`src/source/bridge_pkg.sv`:
```
package bridge_pkg;

  // host side
  typedef logic [14:0]  host_addr_t;
  typedef logic [31:0]  host_word_t;
  typedef logic [255:0] stage_t;     // eight host words

  // axi master fields
  typedef logic [63:0]  axi_addr_t;
  typedef logic [2:0]   axi_size_t;
  typedef logic [127:0] axi_data_t;
  typedef logic [15:0]  axi_strb_t;
  typedef logic [3:0]   axi_id_t;
  typedef logic [1:0]   axi_resp_t;

  // queue entries, packed high to low
  typedef logic [$bits(axi_size_t) + $bits(axi_addr_t) - 1:0] aw_entry_t; // size, addr
  typedef logic [$bits(axi_size_t) + $bits(axi_addr_t) - 1:0] ar_entry_t; // size, addr
  typedef logic [$bits(axi_strb_t) + $bits(axi_data_t) - 1:0] w_entry_t;  // strb, data
  typedef logic [$bits(axi_id_t) + $bits(axi_resp_t) - 1:0]   b_entry_t;  // id, resp
  typedef logic [$bits(axi_id_t) + $bits(axi_resp_t)
                 + $bits(axi_data_t) - 1:0]                   r_entry_t;  // id, resp, data

  // staging words at REG_DATA0 + 4n
  localparam host_addr_t REG_DATA0 = 15'h000;

  // request pushes
  localparam host_addr_t REG_AW_PUSH = 15'h020;
  localparam host_addr_t REG_W_PUSH  = 15'h030;
  localparam host_addr_t REG_AR_PUSH = 15'h040;

  // response status and pops
  localparam host_addr_t REG_B_STATUS = 15'h050;
  localparam host_addr_t REG_B_POP    = 15'h054;
  localparam host_addr_t REG_R_STATUS = 15'h060;
  localparam host_addr_t REG_R_POP    = 15'h064;

  // downstream link reset
  localparam host_addr_t REG_LINK_RST_ON  = 15'h0C0;
  localparam host_addr_t REG_LINK_RST_OFF = 15'h0C4;

  // 512 entries per channel queue
  localparam int FIFO_LOG2_DEPTH = 9;

endpackage

```
`src/source/host_regs.sv`:
```
module host_regs (
  input  logic                   clk,
  input  logic                   rstn,

  // host memory port
  input  bridge_pkg::host_addr_t host_addr,
  input  bridge_pkg::host_word_t host_din,
  output bridge_pkg::host_word_t host_dout,
  input  logic                   host_en,
  input  logic [3:0]             host_we,

  // request queue pushes
  output logic                   aw_push,
  output bridge_pkg::aw_entry_t  aw_entry,
  output logic                   w_push,
  output bridge_pkg::w_entry_t   w_entry,
  output logic                   ar_push,
  output bridge_pkg::ar_entry_t  ar_entry,

  // response queue heads and pops
  input  logic                   b_avail,
  input  bridge_pkg::b_entry_t   b_entry,
  output logic                   b_pop,
  input  logic                   r_avail,
  input  bridge_pkg::r_entry_t   r_entry,
  output logic                   r_pop,

  // downstream link reset
  output logic                   ocu_rstn
);

  bridge_pkg::stage_t stage;

  logic       host_wr;
  logic       stage_hit;
  logic [2:0] stage_sel;
  logic       link_rst_req;

  assign host_wr = host_en & (host_we != 4'b0000);

  // word aligned hit inside the eight staging words
  assign stage_hit = (host_addr[14:5] == bridge_pkg::REG_DATA0[14:5]) &&
                     (host_addr[1:0] == 2'b00);
  assign stage_sel = host_addr[4:2];

  // entries are the low bits of the staging buffer
  assign aw_entry = stage[$bits(bridge_pkg::aw_entry_t)-1:0];
  assign w_entry  = stage[$bits(bridge_pkg::w_entry_t)-1:0];
  assign ar_entry = stage[$bits(bridge_pkg::ar_entry_t)-1:0];

  // strobes and link reset control
  always_ff @(posedge clk or negedge rstn) begin
    if (!rstn) begin
      aw_push      <= 1'b0;
      w_push       <= 1'b0;
      ar_push      <= 1'b0;
      b_pop        <= 1'b0;
      r_pop        <= 1'b0;
      link_rst_req <= 1'b1;
      ocu_rstn     <= 1'b0;
    end else begin
      aw_push  <= 1'b0;
      w_push   <= 1'b0;
      ar_push  <= 1'b0;
      b_pop    <= 1'b0;
      r_pop    <= 1'b0;
      ocu_rstn <= link_rst_req; // second stage
      if (host_wr) begin
        case (host_addr)
          bridge_pkg::REG_AW_PUSH:      aw_push      <= 1'b1;
          bridge_pkg::REG_W_PUSH:       w_push       <= 1'b1;
          bridge_pkg::REG_AR_PUSH:      ar_push      <= 1'b1;
          bridge_pkg::REG_B_POP:        b_pop        <= 1'b1;
          bridge_pkg::REG_R_POP:        r_pop        <= 1'b1;
          bridge_pkg::REG_LINK_RST_ON:  link_rst_req <= 1'b0;
          bridge_pkg::REG_LINK_RST_OFF: link_rst_req <= 1'b1;
          default: ;
        endcase
      end
    end
  end

  // staging buffer and read mux
  always_ff @(posedge clk) begin
    if (host_wr) begin
      if (stage_hit) begin
        stage[stage_sel*32 +: 32] <= host_din;
      end else if (host_addr == bridge_pkg::REG_B_POP) begin
        // head is captured now, popped next cycle
        stage <= bridge_pkg::stage_t'(b_entry);
      end else if (host_addr == bridge_pkg::REG_R_POP) begin
        stage <= bridge_pkg::stage_t'(r_entry);
      end
    end else begin
      if (stage_hit) begin
        host_dout <= stage[stage_sel*32 +: 32];
      end else begin
        case (host_addr)
          bridge_pkg::REG_B_STATUS: host_dout <= bridge_pkg::host_word_t'(b_avail);
          bridge_pkg::REG_R_STATUS: host_dout <= bridge_pkg::host_word_t'(r_avail);
          default:                  host_dout <= '0; // unmapped
        endcase
      end
    end
  end

endmodule

```
`config.mk`:
```
export PLATFORM = sky130hd
export DESIGN_NAME = host_regs
export DESIGN_NICKNAME = d
export VERILOG_FILES = /design/src/source/bridge_pkg.sv /design/src/source/host_regs.sv
export SDC_FILE = /design/constraint.sdc
export NUM_CORES = 1
export LEC_CHECK = 0
export BUFFER_PORTS_ARGS = -buffer_cell sky130_fd_sc_hd__buf_2
export CORE_AREA = 4 4 198 200
export CTS_BUF_LIST = sky130_fd_sc_hd__clkbuf_4 sky130_fd_sc_hd__clkbuf_8
export DETAILED_ROUTE_END_ITERATION = 12
export DIE_AREA = 0 0 202 204
export HOLD_SLACK_MARGIN = 0.06
export PLACE_DENSITY = 0.71
export SLEW_MARGIN = 20
export SYNTH_ARGS = -nofsm -noshare
export SYNTH_HDL_FRONTEND = slang
export SYNTH_SLANG_ARGS = --single-unit
```
`constraint.sdc`:
```
create_clock -name clk -period 2 [get_ports clk]
set_clock_uncertainty 0.05 [all_clocks]
set_input_delay 0.1 -clock clk [delete_from_list [all_inputs] [get_ports clk]]
set_output_delay 0.1 -clock clk [all_outputs]
set_load 0.02 [all_outputs]
```
======== Word-level counts from Yosys, hierarchy flattened ========
Index checks and enable logic that the tools add are counted.
W data, S select, Z words.
operators by class
  add/sub/neg operators ................... 1
  $mul .................................... 0
  divide/modulo/power cells ............... 0
  magnitude comparators ................... 0
  equal/unequal tests ..................... 9
  shifts and indexed selects .............. 3
  mux-type cells .......................... 17
  bitwise logic cells ..................... 1
  reductions and logical operators ........ 8
operators with widths
  operator                     count
  $mux W256                    3
  $bwmux W256                  1
  $shift A32 B34 Y256 const A  1
  $shiftx A256 B9 Y32          1
  $shiftx A32 B34 Y256         1
  $eq A15 B7 Y1 const B        5
  $neg A8 Y34                  1
  $mux W32                     1
  $eq A15 B6 Y1 const B        2
  $eq A15 B8 Y1 const B        2
  $logic_not A10 Y1            1
  $mux W1                      10
  $pmux W1 S2                  2
  $reduce_and A2 Y1            2
  $reduce_bool A4 Y1           1
  $reduce_bool A3 Y1           1
  $logic_not A2 Y1             1
  $reduce_bool A2 Y1           1
  $and A1 B1 Y1                1
  $logic_and A1 B1 Y1          1
storage, ports and cells
  flip-flop bits (word level) ............. 295
  bits in latches ......................... 0
  memory bits (writable) .................. 0
  ROM bits ................................ 0
  input port bits ......................... 196
  output and inout port bits .............. 316
  logic and storage cells ................. 48
  memories kept ........................... 0

======== Longest topological paths before layout ========
Gate-level depths: netlist of run 1.
  depth after elaboration ................. 4
  gate-level depth with buffers ........... 12
  gate-level depth less buffers ........... 7

======== Worst setup path after synthesis of run 1 ========
No wires, ideal clock.
  kind .................................... in2reg
  start ................................... input port host_we[1]
  end ..................................... register stage[134], enable pin
  library setup time ...................... 1.071 ns
  data arrival time ....................... 4.802 ns
  required time ........................... 0.879 ns
  setup slack ............................. -3.923 ns
  cell stages on the path ................. 4
  buffers on the path ..................... 0
  cells stage by stage .................... o41ai_2 nor2_1 nand3_1 nand2_1
between the ends
  cells in the longest elaborated chain, start to end .. 3
ends and longest elaborated chain
  what                             RTL line         text
  from (decl)                      host_regs.sv:10  input logic [3:0] host_we,
  $reduce_bool A4 Y1               host_regs.sv:39  assign host_wr = host_en & (host_we != 4'b0000);
  $and A1 B1 Y1                    host_regs.sv:39
  $reduce_and A2 Y1 (no line)      --
  to (signal, indexed assignment)  host_regs.sv:87  stage[stage_sel*32 +: 32] <= host_din;
  to (signal assigned)             host_regs.sv:90  stage <= bridge_pkg::stage_t'(b_entry);
  to (signal assigned)             host_regs.sv:92  stage <= bridge_pkg::stage_t'(r_entry);
  to (decl)                        host_regs.sv:32  bridge_pkg::stage_t stage;
Every way passes these cells.
A chain may end at the register's enable or synchronous reset.

======== Worst setup path after layout of run 1 ========
  start ................................... input port host_addr[11]
  end ..................................... register stage[81] (data pin)
between the ends
  cells in the longest elaborated chain, start to end .. 3
  elaborated cells on any way between the ends .. 5
  those cells by class .................... eq/ne: 1; mux: 2; reduce/logical: 2
ends and longest elaborated chain
  what                                                RTL line                          text
  from (decl)                                         host_regs.sv:6                    input bridge_pkg::host_addr_t host_addr,
  $eq A15 B7 Y1 or $logic_not A10 Y1 (tied branches)  host_regs.sv:88, host_regs.sv:42
  $mux W256 or $logic_and A1 B1 Y1 (tied branches)    host_regs.sv:88, host_regs.sv:42
  $mux W256 *                                         host_regs.sv:86                   if (stage_hit) begin
Mark *: on every way between the ends. The rest lies on a longest branch, timed or not.

==> results of run 1 <==
final cells by class:
cell class / instances / area (µm²) / area share, %
clock inverters: 20 / 244 / 1.05
multi-input cells: 741 / 5530 / 23.8
clock buffers: 76 / 915 / 3.94
flip-flops and latches: 295 / 8820 / 38.0
repair buffers: 943 / 7030 / 30.3
diodes: 1 / 2.50 / 0.0108
well taps: 511 / 639 / 2.75
inverters: 6 / 25.0 / 0.108
per-stage QoR:
step	instances	cell area, µm²	power [mW]
floorplan	1454	17200	7.56
global placement	2180	18900	8.11
detailed placement	2180	18900	8.12
CTS	2589	23200	14.8
global route	2593	23200	15.3
finish	2593	23200	14.8
critical path: cells and delay by family:
family,cells,cell delay (ps)
AOI/OAI and AO/OA,1,200
buffers and inverters,5,1310
and+or+nand+nor,3,840
kinds of logic after synthesis:
kind of cell / count (synthesis) / share of synthesized area [%]
buffers and inverters: 418 / 16.3
AND/OR/NAND/NOR: 366 / 9.85
flip-flops: 295 / 52.5
adder cells (fa/ha/maj): 6 / 0.447
multiplexers: 65 / 8.63
AO/OA/AOI/OAI: 304 / 12.3
state kept, by name (all words and copies together) (netlist names):
| signal | flops |
|---|---|
| w_push | 1 |
| link_rst_req | 1 |
| ocu_rstn | 1 |
| host_dout | 32 |
| ar_push | 1 |
| aw_push | 1 |
| b_pop | 1 |
| r_pop | 1 |
| stage | 256 |
routing by layer:
layer  up-vias  track usage, %  part of all wire (%)
met5         -               0                 0.028
met3       166            6.08                   9.6
li1       6253               -                     -
met4         2            10.7                   3.6
met2      1018            48.1                    50
met1      7155            34.1                    37
what timing repair did:
item                       in CTS  in global routing
buffers inserted                0                  4
setup endpoints to repair       0                 47
gates resized for setup         0                  5
hold endpoints to repair      304                  0
hold buffers                  313                  0
placed cells by master, fill, tap and decap left out, types with 3 or more instances in the layout:
| cell | instances |
|---|---|
| mux4_2 | 64 |
| a22o_1 | 128 |
| bufinv_16 | 6 |
| a221o_1 | 6 |
| dfrtp_1 | 6 |
| inv_2 | 3 |
| buf_12 | 35 |
| nor2_4 | 3 |
| a21oi_1 | 158 |
| buf_2 | 509 |
| and2_1 | 7 |
| clkinv_2 | 5 |
| ha_4 | 4 |
| nand3_1 | 97 |
| nor2_1 | 6 |
| nor3_1 | 6 |
| clkinv_1 | 8 |
| edfxtp_1 | 288 |
| buf_4 | 85 |
| a21oi_4 | 3 |
| and3_2 | 3 |
| clkbuf_8 | 55 |
| nor3_4 | 3 |
| clkbuf_4 | 21 |
| nand3_2 | 3 |
| dlygate4sd3_1 | 312 |
| nand2_1 | 215 |
worst min path at each step:
stage / start / end / slack, ps / cells past startpoint
final: host_addr[4] / host_dout[7]$_SDFFCE_PN0N_ / 120 / 4
after global routing: host_addr[4] / host_dout[7]$_SDFFCE_PN0N_ / 70 / 4
after CTS: host_addr[4] / host_dout[7]$_SDFFCE_PN0N_ / 70 / 4
after detailed placement: rstn / ar_push$_DFF_PN0_ / -100 / 1
after global placement: rstn / ar_push$_DFF_PN0_ / -100 / 1
after floorplan: rstn / ar_push$_DFF_PN0_ / -250 / 0
power by group through the flow:
stage | Clock (mW) | Combinational [mW] | Sequential (mW)
after global placement | 0 | 1.20 | 6.90
after detailed placement | 0 | 1.22 | 6.90
after floorplan | 0 | 0.618 | 6.94
final | 6.32 | 1.73 | 6.78
after global routing | 6.69 | 1.82 | 6.77
after CTS | 6.39 | 1.68 | 6.77
==> metrics.txt, run 1 <==
# TYPE chip_impl_metric gauge
chip_impl_metric{name="power_frac_comb",unit="%"} 11.7
chip_impl_info{name="worst_setup_path_startpoint",value="host_addr[11]"} 1
chip_impl_info{name="crit_path_start_kind",value="input pin"} 1
chip_impl_metric{name="post-place-ws",unit="ps"} -242
chip_impl_metric{name="yosysWarnings",unit=""} 0
chip_impl_metric{name="grt_first_pass_wirelength",unit="µm"} 88200
chip_impl_metric{name="post-synth-top-area-fraction",unit="%"} 51.5
chip_impl_metric{name="pwrdens",unit="mW/mm²"} 639
chip_impl_metric{name="layout-drive-gt1-share",unit="%"} 39.6
chip_impl_metric{name="reg2reg_depth",unit=""} 4
chip_impl_metric{name="initialDrtViolationCount",unit=""} 1587
chip_impl_metric{name="io_buffer_count",unit=""} 511
chip_impl_metric{name="post_drt_via_cell_ratio",unit=""} 5.63
chip_impl_metric{name="drt_pre_antenna_iters",unit=""} 6
chip_impl_info{name="worstSetupPathType",value="in2reg"} 1
chip_impl_info{name="synth_top_flop_cell",value="edfxtp_1"} 1
chip_impl_metric{name="routed_wire_length_per_instance",unit="µm"} 23.2
chip_impl_metric{name="rows",unit=""} 71
chip_impl_metric{name="p_sw_share",unit="%"} 23.1
chip_impl_info{name="synth_top_cell_by_area",value="edfxtp_1"} 1
chip_impl_metric{name="crit_required",unit="ps"} 2420
chip_impl_metric{name="fp.dieH",unit="µm"} 204
chip_impl_info{name="yosys-top-cells-area",value="edfxtp_1, buf_4, mux4_2"} 1
chip_impl_metric{name="grt_use_total",unit="%"} 27.8
chip_impl_metric{name="power.share.clock",unit="%"} 42.6
chip_impl_metric{name="num-nets-final",unit=""} 2242
chip_impl_metric{name="period_share",unit="%"} 104
chip_impl_metric{name="synth-edff-count",unit=""} 288
chip_impl_metric{name="h_tree_lvls",unit=""} 2
chip_impl_metric{name="fmax",unit="GHz"} 0.480
chip_impl_metric{name="ir_worst_vdd",unit="mV"} 0.425
chip_impl_metric{name="clock_pin_transition_on_the_worst_setup_and_hold_timing_paths",unit="ps"} 60
chip_impl_info{name="hp-class",value="in2reg"} 1
chip_impl_metric{name="timing.final.setup_violations",unit=""} 2
chip_impl_metric{name="worst_margin_pin_slew",unit="ps"} 646
chip_impl_metric{name="globalplace.congestion",unit=""} 0.820
chip_impl_metric{name="drt_wl_total",unit="µm"} 60000
chip_impl_metric{name="postSynthAreaPerCell",unit="µm²"} 11.6
chip_impl_info{name="status",value="complete, but fails checks"} 1
chip_impl_info{name="worstSetupEndpointType",value="flip-flop"} 1
chip_impl_metric{name="drcViolationCount",unit=""} 0
chip_impl_info{name="rr_endpoint",value="host_dout[9]$_SDFFCE_PN0N_"} 1
chip_impl_metric{name="p_r_area_growth_vs_syn",unit="%"} 38.1
chip_impl_metric{name="post_synth_instance_area",unit="mm²"} 0.0168
chip_impl_metric{name="ys_ff_latch",unit=""} 295
chip_impl_metric{name="worstSkewPairLatency",unit="ps"} 640
chip_impl_metric{name="design.core.area",unit="mm²"} 0.0374
chip_impl_metric{name="critical_path.max_stage_delay",unit="ps"} 600
chip_impl_info{name="endpoint",value="stage[81]$_DFFE_PP_"} 1
chip_impl_metric{name="ant_nets",unit=""} 0
chip_impl_metric{name="floorplan.die.width",unit="µm"} 202
chip_impl_metric{name="cts-buffers-inserted",unit=""} 53
chip_impl_metric{name="synth.yosys.seq_area_share",unit="%"} 52.5
chip_impl_info{name="crit_top_cell",value="buf_4"} 1
chip_impl_info{name="failed_checks",value="negative setup slack"} 1
chip_impl_metric{name="pin_count_of_the_biggest_net_entering_global_routing",unit=""} 75
chip_impl_metric{name="drv.max_cap_violation_count",unit=""} 0
chip_impl_metric{name="route.vias.total",unit=""} 14600
chip_impl_metric{name="dp.final_hpwl",unit="µm"} 37900
chip_impl_metric{name="synth_fp_nets",unit=""} 1656
chip_impl_metric{name="power_leakage",unit="nW"} 9.10
chip_impl_metric{name="overflow",unit=""} 0
chip_impl_metric{name="cellInternalPower",unit="mW"} 11.4
chip_impl_metric{name="worstPathMaxFanout",unit=""} 27
chip_impl_metric{name="post-route-worst-setup-slack",unit="ps"} -84.0
chip_impl_metric{name="clkSinkCount",unit=""} 295
chip_impl_metric{name="async_flop_share",unit="%"} 2.37
chip_impl_metric{name="antenna_found_initial",unit=""} 2
chip_impl_metric{name="design.portCount",unit=""} 512
chip_impl_info{name="r2r-start",value="stage[137]$_SDFFCE_PN0P_"} 1
chip_impl_info{name="tritoncts",value="yes"} 1
chip_impl_metric{name="seq_power_share",unit="%"} 45.7
chip_impl_info{name="crit_path_top_delay_cell",value="dlygate4sd3_1"} 1
chip_impl_metric{name="final_core_utilization",unit="%"} 62.1
chip_impl_metric{name="totalNegativeSetupSlack",unit="ps"} -103
chip_impl_metric{name="final_max_slew_viol_count",unit=""} 0
chip_impl_metric{name="netlist-cell-type-count",unit=""} 43
chip_impl_metric{name="synth_cells",unit=""} 1454
chip_impl_info{name="crit_chain",value="buf_2 -> buf_4 -> nor4_4 -> buf_4 -> nand4_4 -> nor3_4 -> buf_12 -> a22o_1 -> dlygate4sd3_1"} 1
chip_impl_metric{name="finalHoldWorstSlack",unit="ps"} 123
chip_impl_metric{name="finalHoldViolCount",unit=""} 0
chip_impl_info{name="top_cell_types_by_occurrence_after_synthesis",value="edfxtp_1, buf_4, nand2_1"} 1
chip_impl_metric{name="regToRegSetupSlack",unit="ps"} 100
chip_impl_metric{name="clock_path_buffers",unit=""} 3
chip_impl_metric{name="fillers",unit=""} 2789
chip_impl_metric{name="power.net_switching",unit="mW"} 3.43
chip_impl_metric{name="arrival",unit="ps"} 2500
chip_impl_metric{name="slew-limit-headroom",unit="%"} 56.9
chip_impl_metric{name="initial_core_util",unit="%"} 44.9
chip_impl_info{name="cts_root_buf",value="clkbuf_8"} 1
chip_impl_metric{name="finalCriticalPeriod",unit="ps"} 2080
chip_impl_metric{name="first_global_vias",unit=""} 14800
chip_impl_info{name="yosys.cell_count.top_type",value="edfxtp_1"} 1
chip_impl_metric{name="die_area",unit="mm²"} 0.0412
(Power assumes the default switching activity.)
==> run 2, diff against run 1 <==
--- a/config.mk
+++ b/config.mk
@@ -11,7 +11,7 @@
 export DETAILED_ROUTE_END_ITERATION = 12
 export DIE_AREA = 0 0 202 204
 export HOLD_SLACK_MARGIN = 0.06
-export PLACE_DENSITY = 0.71
+export PLACE_DENSITY_LB_ADDON = 0.08
 export SLEW_MARGIN = 20
 export SYNTH_ARGS = -nofsm -noshare
 export SYNTH_HDL_FRONTEND = slang
==> metrics.txt, run 2 (synthesis results as in run 1) <==
# TYPE chip_impl_metric gauge
chip_impl_info{name="mostFrequentLayoutCell",value="buf_2"} 1
chip_impl_metric{name="final_core_utilization",unit="%"} 58.2
chip_impl_info{name="r2r-start",value="stage[64]$_DFFE_PP_"} 1
chip_impl_metric{name="finalCriticalPeriod",unit="ps"} 1950
chip_impl_info{name="crit_path_top_delay_cell",value="o21ai_4"} 1
chip_impl_metric{name="die_area",unit="mm²"} 0.0412
chip_impl_metric{name="sequential_cell_area",unit="mm²"} 0.00882
chip_impl_metric{name="post_drt_via_cell_ratio",unit=""} 5.42
chip_impl_metric{name="hold-path-cell-count",unit=""} 6
chip_impl_metric{name="drcViolationCount",unit=""} 0
chip_impl_info{name="rsz0062_at_grt",value="no"} 1
chip_impl_info{name="worst_setup_path_startpoint",value="host_addr[7]"} 1
chip_impl_metric{name="grt_use_total",unit="%"} 25.9
chip_impl_metric{name="io_buffer_count",unit=""} 511
chip_impl_metric{name="design.portCount",unit=""} 512
chip_impl_metric{name="globalplace.congestion",unit=""} 0.803
chip_impl_metric{name="fillers",unit=""} 3103
chip_impl_metric{name="period_share",unit="%"} 97.4
chip_impl_metric{name="grt_use_met3",unit="%"} 4.62
chip_impl_metric{name="fmax",unit="GHz"} 0.513
chip_impl_metric{name="regToRegSetupSlack",unit="ps"} 210
chip_impl_metric{name="final_max_slew_viol_count",unit=""} 0
chip_impl_metric{name="pwrdens",unit="mW/mm²"} 633
chip_impl_metric{name="placed_area",unit="mm²"} 0.0189
chip_impl_metric{name="floorplan.die.width",unit="µm"} 202
chip_impl_metric{name="drv.max_cap_violation_count",unit=""} 0
chip_impl_metric{name="flip_flop_count_of_the_largest_register_all_copies_and_words_added",unit=""} 256
chip_impl_metric{name="design.core.area",unit="mm²"} 0.0374
chip_impl_metric{name="drt_wl_total",unit="µm"} 55500
chip_impl_metric{name="timing.final.setup_violations",unit=""} 0
chip_impl_metric{name="antenna_found_initial",unit=""} 0
chip_impl_metric{name="dp.final_hpwl",unit="µm"} 36100
chip_impl_metric{name="arrival",unit="ps"} 2380
chip_impl_info{name="worst_hold_path.endpoint",value="r_pop$_DFF_PN0_"} 1
chip_impl_metric{name="worstSkewPairLatency",unit="ps"} 620
chip_impl_metric{name="route.vias.total",unit=""} 13300
chip_impl_metric{name="crit_required",unit="ps"} 2440
chip_impl_metric{name="multi_input_comb_area",unit="mm²"} 0.00553
chip_impl_info{name="holdCritStartpoint",value="host_addr[12]"} 1
chip_impl_metric{name="antennaDiodeCount",unit=""} 0
chip_impl_metric{name="fp.dieH",unit="µm"} 204
chip_impl_metric{name="initial_core_util",unit="%"} 44.9
chip_impl_metric{name="clkSinkCount",unit=""} 295
chip_impl_info{name="cts_root_buf",value="clkbuf_8"} 1
chip_impl_metric{name="finalHoldViolCount",unit=""} 0
chip_impl_metric{name="use_met1",unit="%"} 34.8
chip_impl_metric{name="drt_pre_antenna_iters",unit=""} 5
chip_impl_info{name="largest-register",value="stage"} 1
chip_impl_metric{name="slew-limit-headroom",unit="%"} 49.8
chip_impl_metric{name="routed_wire_length_per_instance",unit="µm"} 22.7
chip_impl_metric{name="clock_path_buffers",unit=""} 3
chip_impl_info{name="crit_chain",value="dlygate4sd3_1 -> buf_2 -> nor3_1 -> and2_1 -> buf_4 -> o21ai_4 -> buf_12 -> a22o_1"} 1
chip_impl_info{name="layout_common_cells",value="buf_2, edfxtp_1, nand2_1"} 1
chip_impl_info{name="top_regs",value="stage: 256 flops, host_dout: 32 flops"} 1
chip_impl_metric{name="grt_first_pass_wirelength",unit="µm"} 82400
chip_impl_metric{name="num-nets-final",unit=""} 2097
chip_impl_metric{name="overflow",unit=""} 0
chip_impl_metric{name="ir_worst_vdd",unit="mV"} 0.381
chip_impl_metric{name="first_global_vias",unit=""} 13600
chip_impl_info{name="status",value="finished clean"} 1
chip_impl_metric{name="power_leakage",unit="nW"} 8.43
chip_impl_metric{name="finalInstanceArea",unit="mm²"} 0.0218
chip_impl_metric{name="reg2reg_depth",unit=""} 3
chip_impl_metric{name="p_r_area_growth_vs_syn",unit="%"} 29.4
chip_impl_info{name="grt-busiest-layer",value="met2"} 1
chip_impl_info{name="rr_endpoint",value="host_dout[0]$_DFFE_PN_"} 1
chip_impl_info{name="worstSetupEndpointType",value="flip-flop"} 1
chip_impl_info{name="worstSetupPathType",value="in2reg"} 1
chip_impl_info{name="crit_path_start_kind",value="input pin"} 1
chip_impl_metric{name="totalNegativeSetupSlack",unit="ps"} 0
chip_impl_metric{name="layout-drive-gt1-share",unit="%"} 41.4
chip_impl_metric{name="ant_nets",unit=""} 0
chip_impl_metric{name="rows",unit=""} 71
chip_impl_metric{name="worst_margin_pin_slew",unit="ps"} 753
chip_impl_metric{name="gr-usage-met2",unit="%"} 43.9
chip_impl_metric{name="pin_count_of_the_biggest_net_entering_global_routing",unit=""} 67
chip_impl_info{name="hp-class",value="in2reg"} 1
chip_impl_metric{name="critical_path.max_stage_delay",unit="ps"} 570
chip_impl_metric{name="initialDrtViolationCount",unit=""} 1317
chip_impl_info{name="tritoncts",value="yes"} 1
chip_impl_metric{name="clock_pin_transition_on_the_worst_setup_and_hold_timing_paths",unit="ps"} 60
chip_impl_metric{name="cts-buffers-inserted",unit=""} 51
chip_impl_metric{name="worstPathMaxFanout",unit=""} 53
chip_impl_metric{name="h_tree_lvls",unit=""} 2
## run 2: per-layer routing
metal,share of wire [%],vias up
met4,1.9,0
li1,-,5968
met1,41,6569
met2,50,658
met3,7.5,74
met5,0,-
## run 2: what timing repair did
action                                 CTS  global route
endpoints found under the hold margin  275             0
gates resized for setup                  0             3
hold buffers                           186             0
setup buffers                            0             2
setup endpoints to repair                0            45
## run 2: layout make-up
class	count	area share [%]
multi-input cells	741	25.4
well taps	511	2.94
clock inverters	25	0.771
inverters	6	0.115
flip-flops and latches	295	40.6
repair buffers	800	26.4
clock buffers	68	3.81
## run 2: how the worst max path moves through the flow
stage                               end  slack (ps)  depth (start not counted)
2_1_floorplan  stage[134]$_SDFFCE_PN0P_       -1130                          4
3_3_place_gp       stage[133]$_DFFE_PP_        -210                         10
3_5_place_dp        stage[17]$_DFFE_PP_        -240                          8
4_1_cts               aw_push$_DFF_PN0_          10                          7
5_1_grt             stage[48]$_DFFE_PP_           5                          8
6_report            stage[26]$_DFFE_PP_          50                          8
## run 2: per-stage QoR
stage	power, mW	std cells	setup WS [ps]	hold WS [ps]
floorplan	7.56	1454	-1130	-246
global placement	8.11	2165	-215	-113
detailed placement	8.11	2165	-241	-110
CTS	13.9	2444	13.9	65.6
global route	14.3	2446	4.70	106
finish	13.8	2446	52.5	113
## run 2: worst max-delay path, delay by kind of cell
kind / cells / cell delay, ps
AOI/OAI and AO/OA: 2 / 790
buffers and inverters: 4 / 1160
and+or+nand+nor: 2 / 260
## run 2: power by group
| group | leakage, nW | total, mW | internal [mW] | switching [mW] |
|---|---|---|---|---|
| Combinational | 4.86 | 1.49 | 0.750 | 0.744 |
| Clock | 0.524 | 5.51 | 2.96 | 2.56 |
| Sequential | 3.05 | 6.77 | 6.77 | 0.00661 |
| Total | 8.43 | 13.8 | 10.5 | 3.31 |
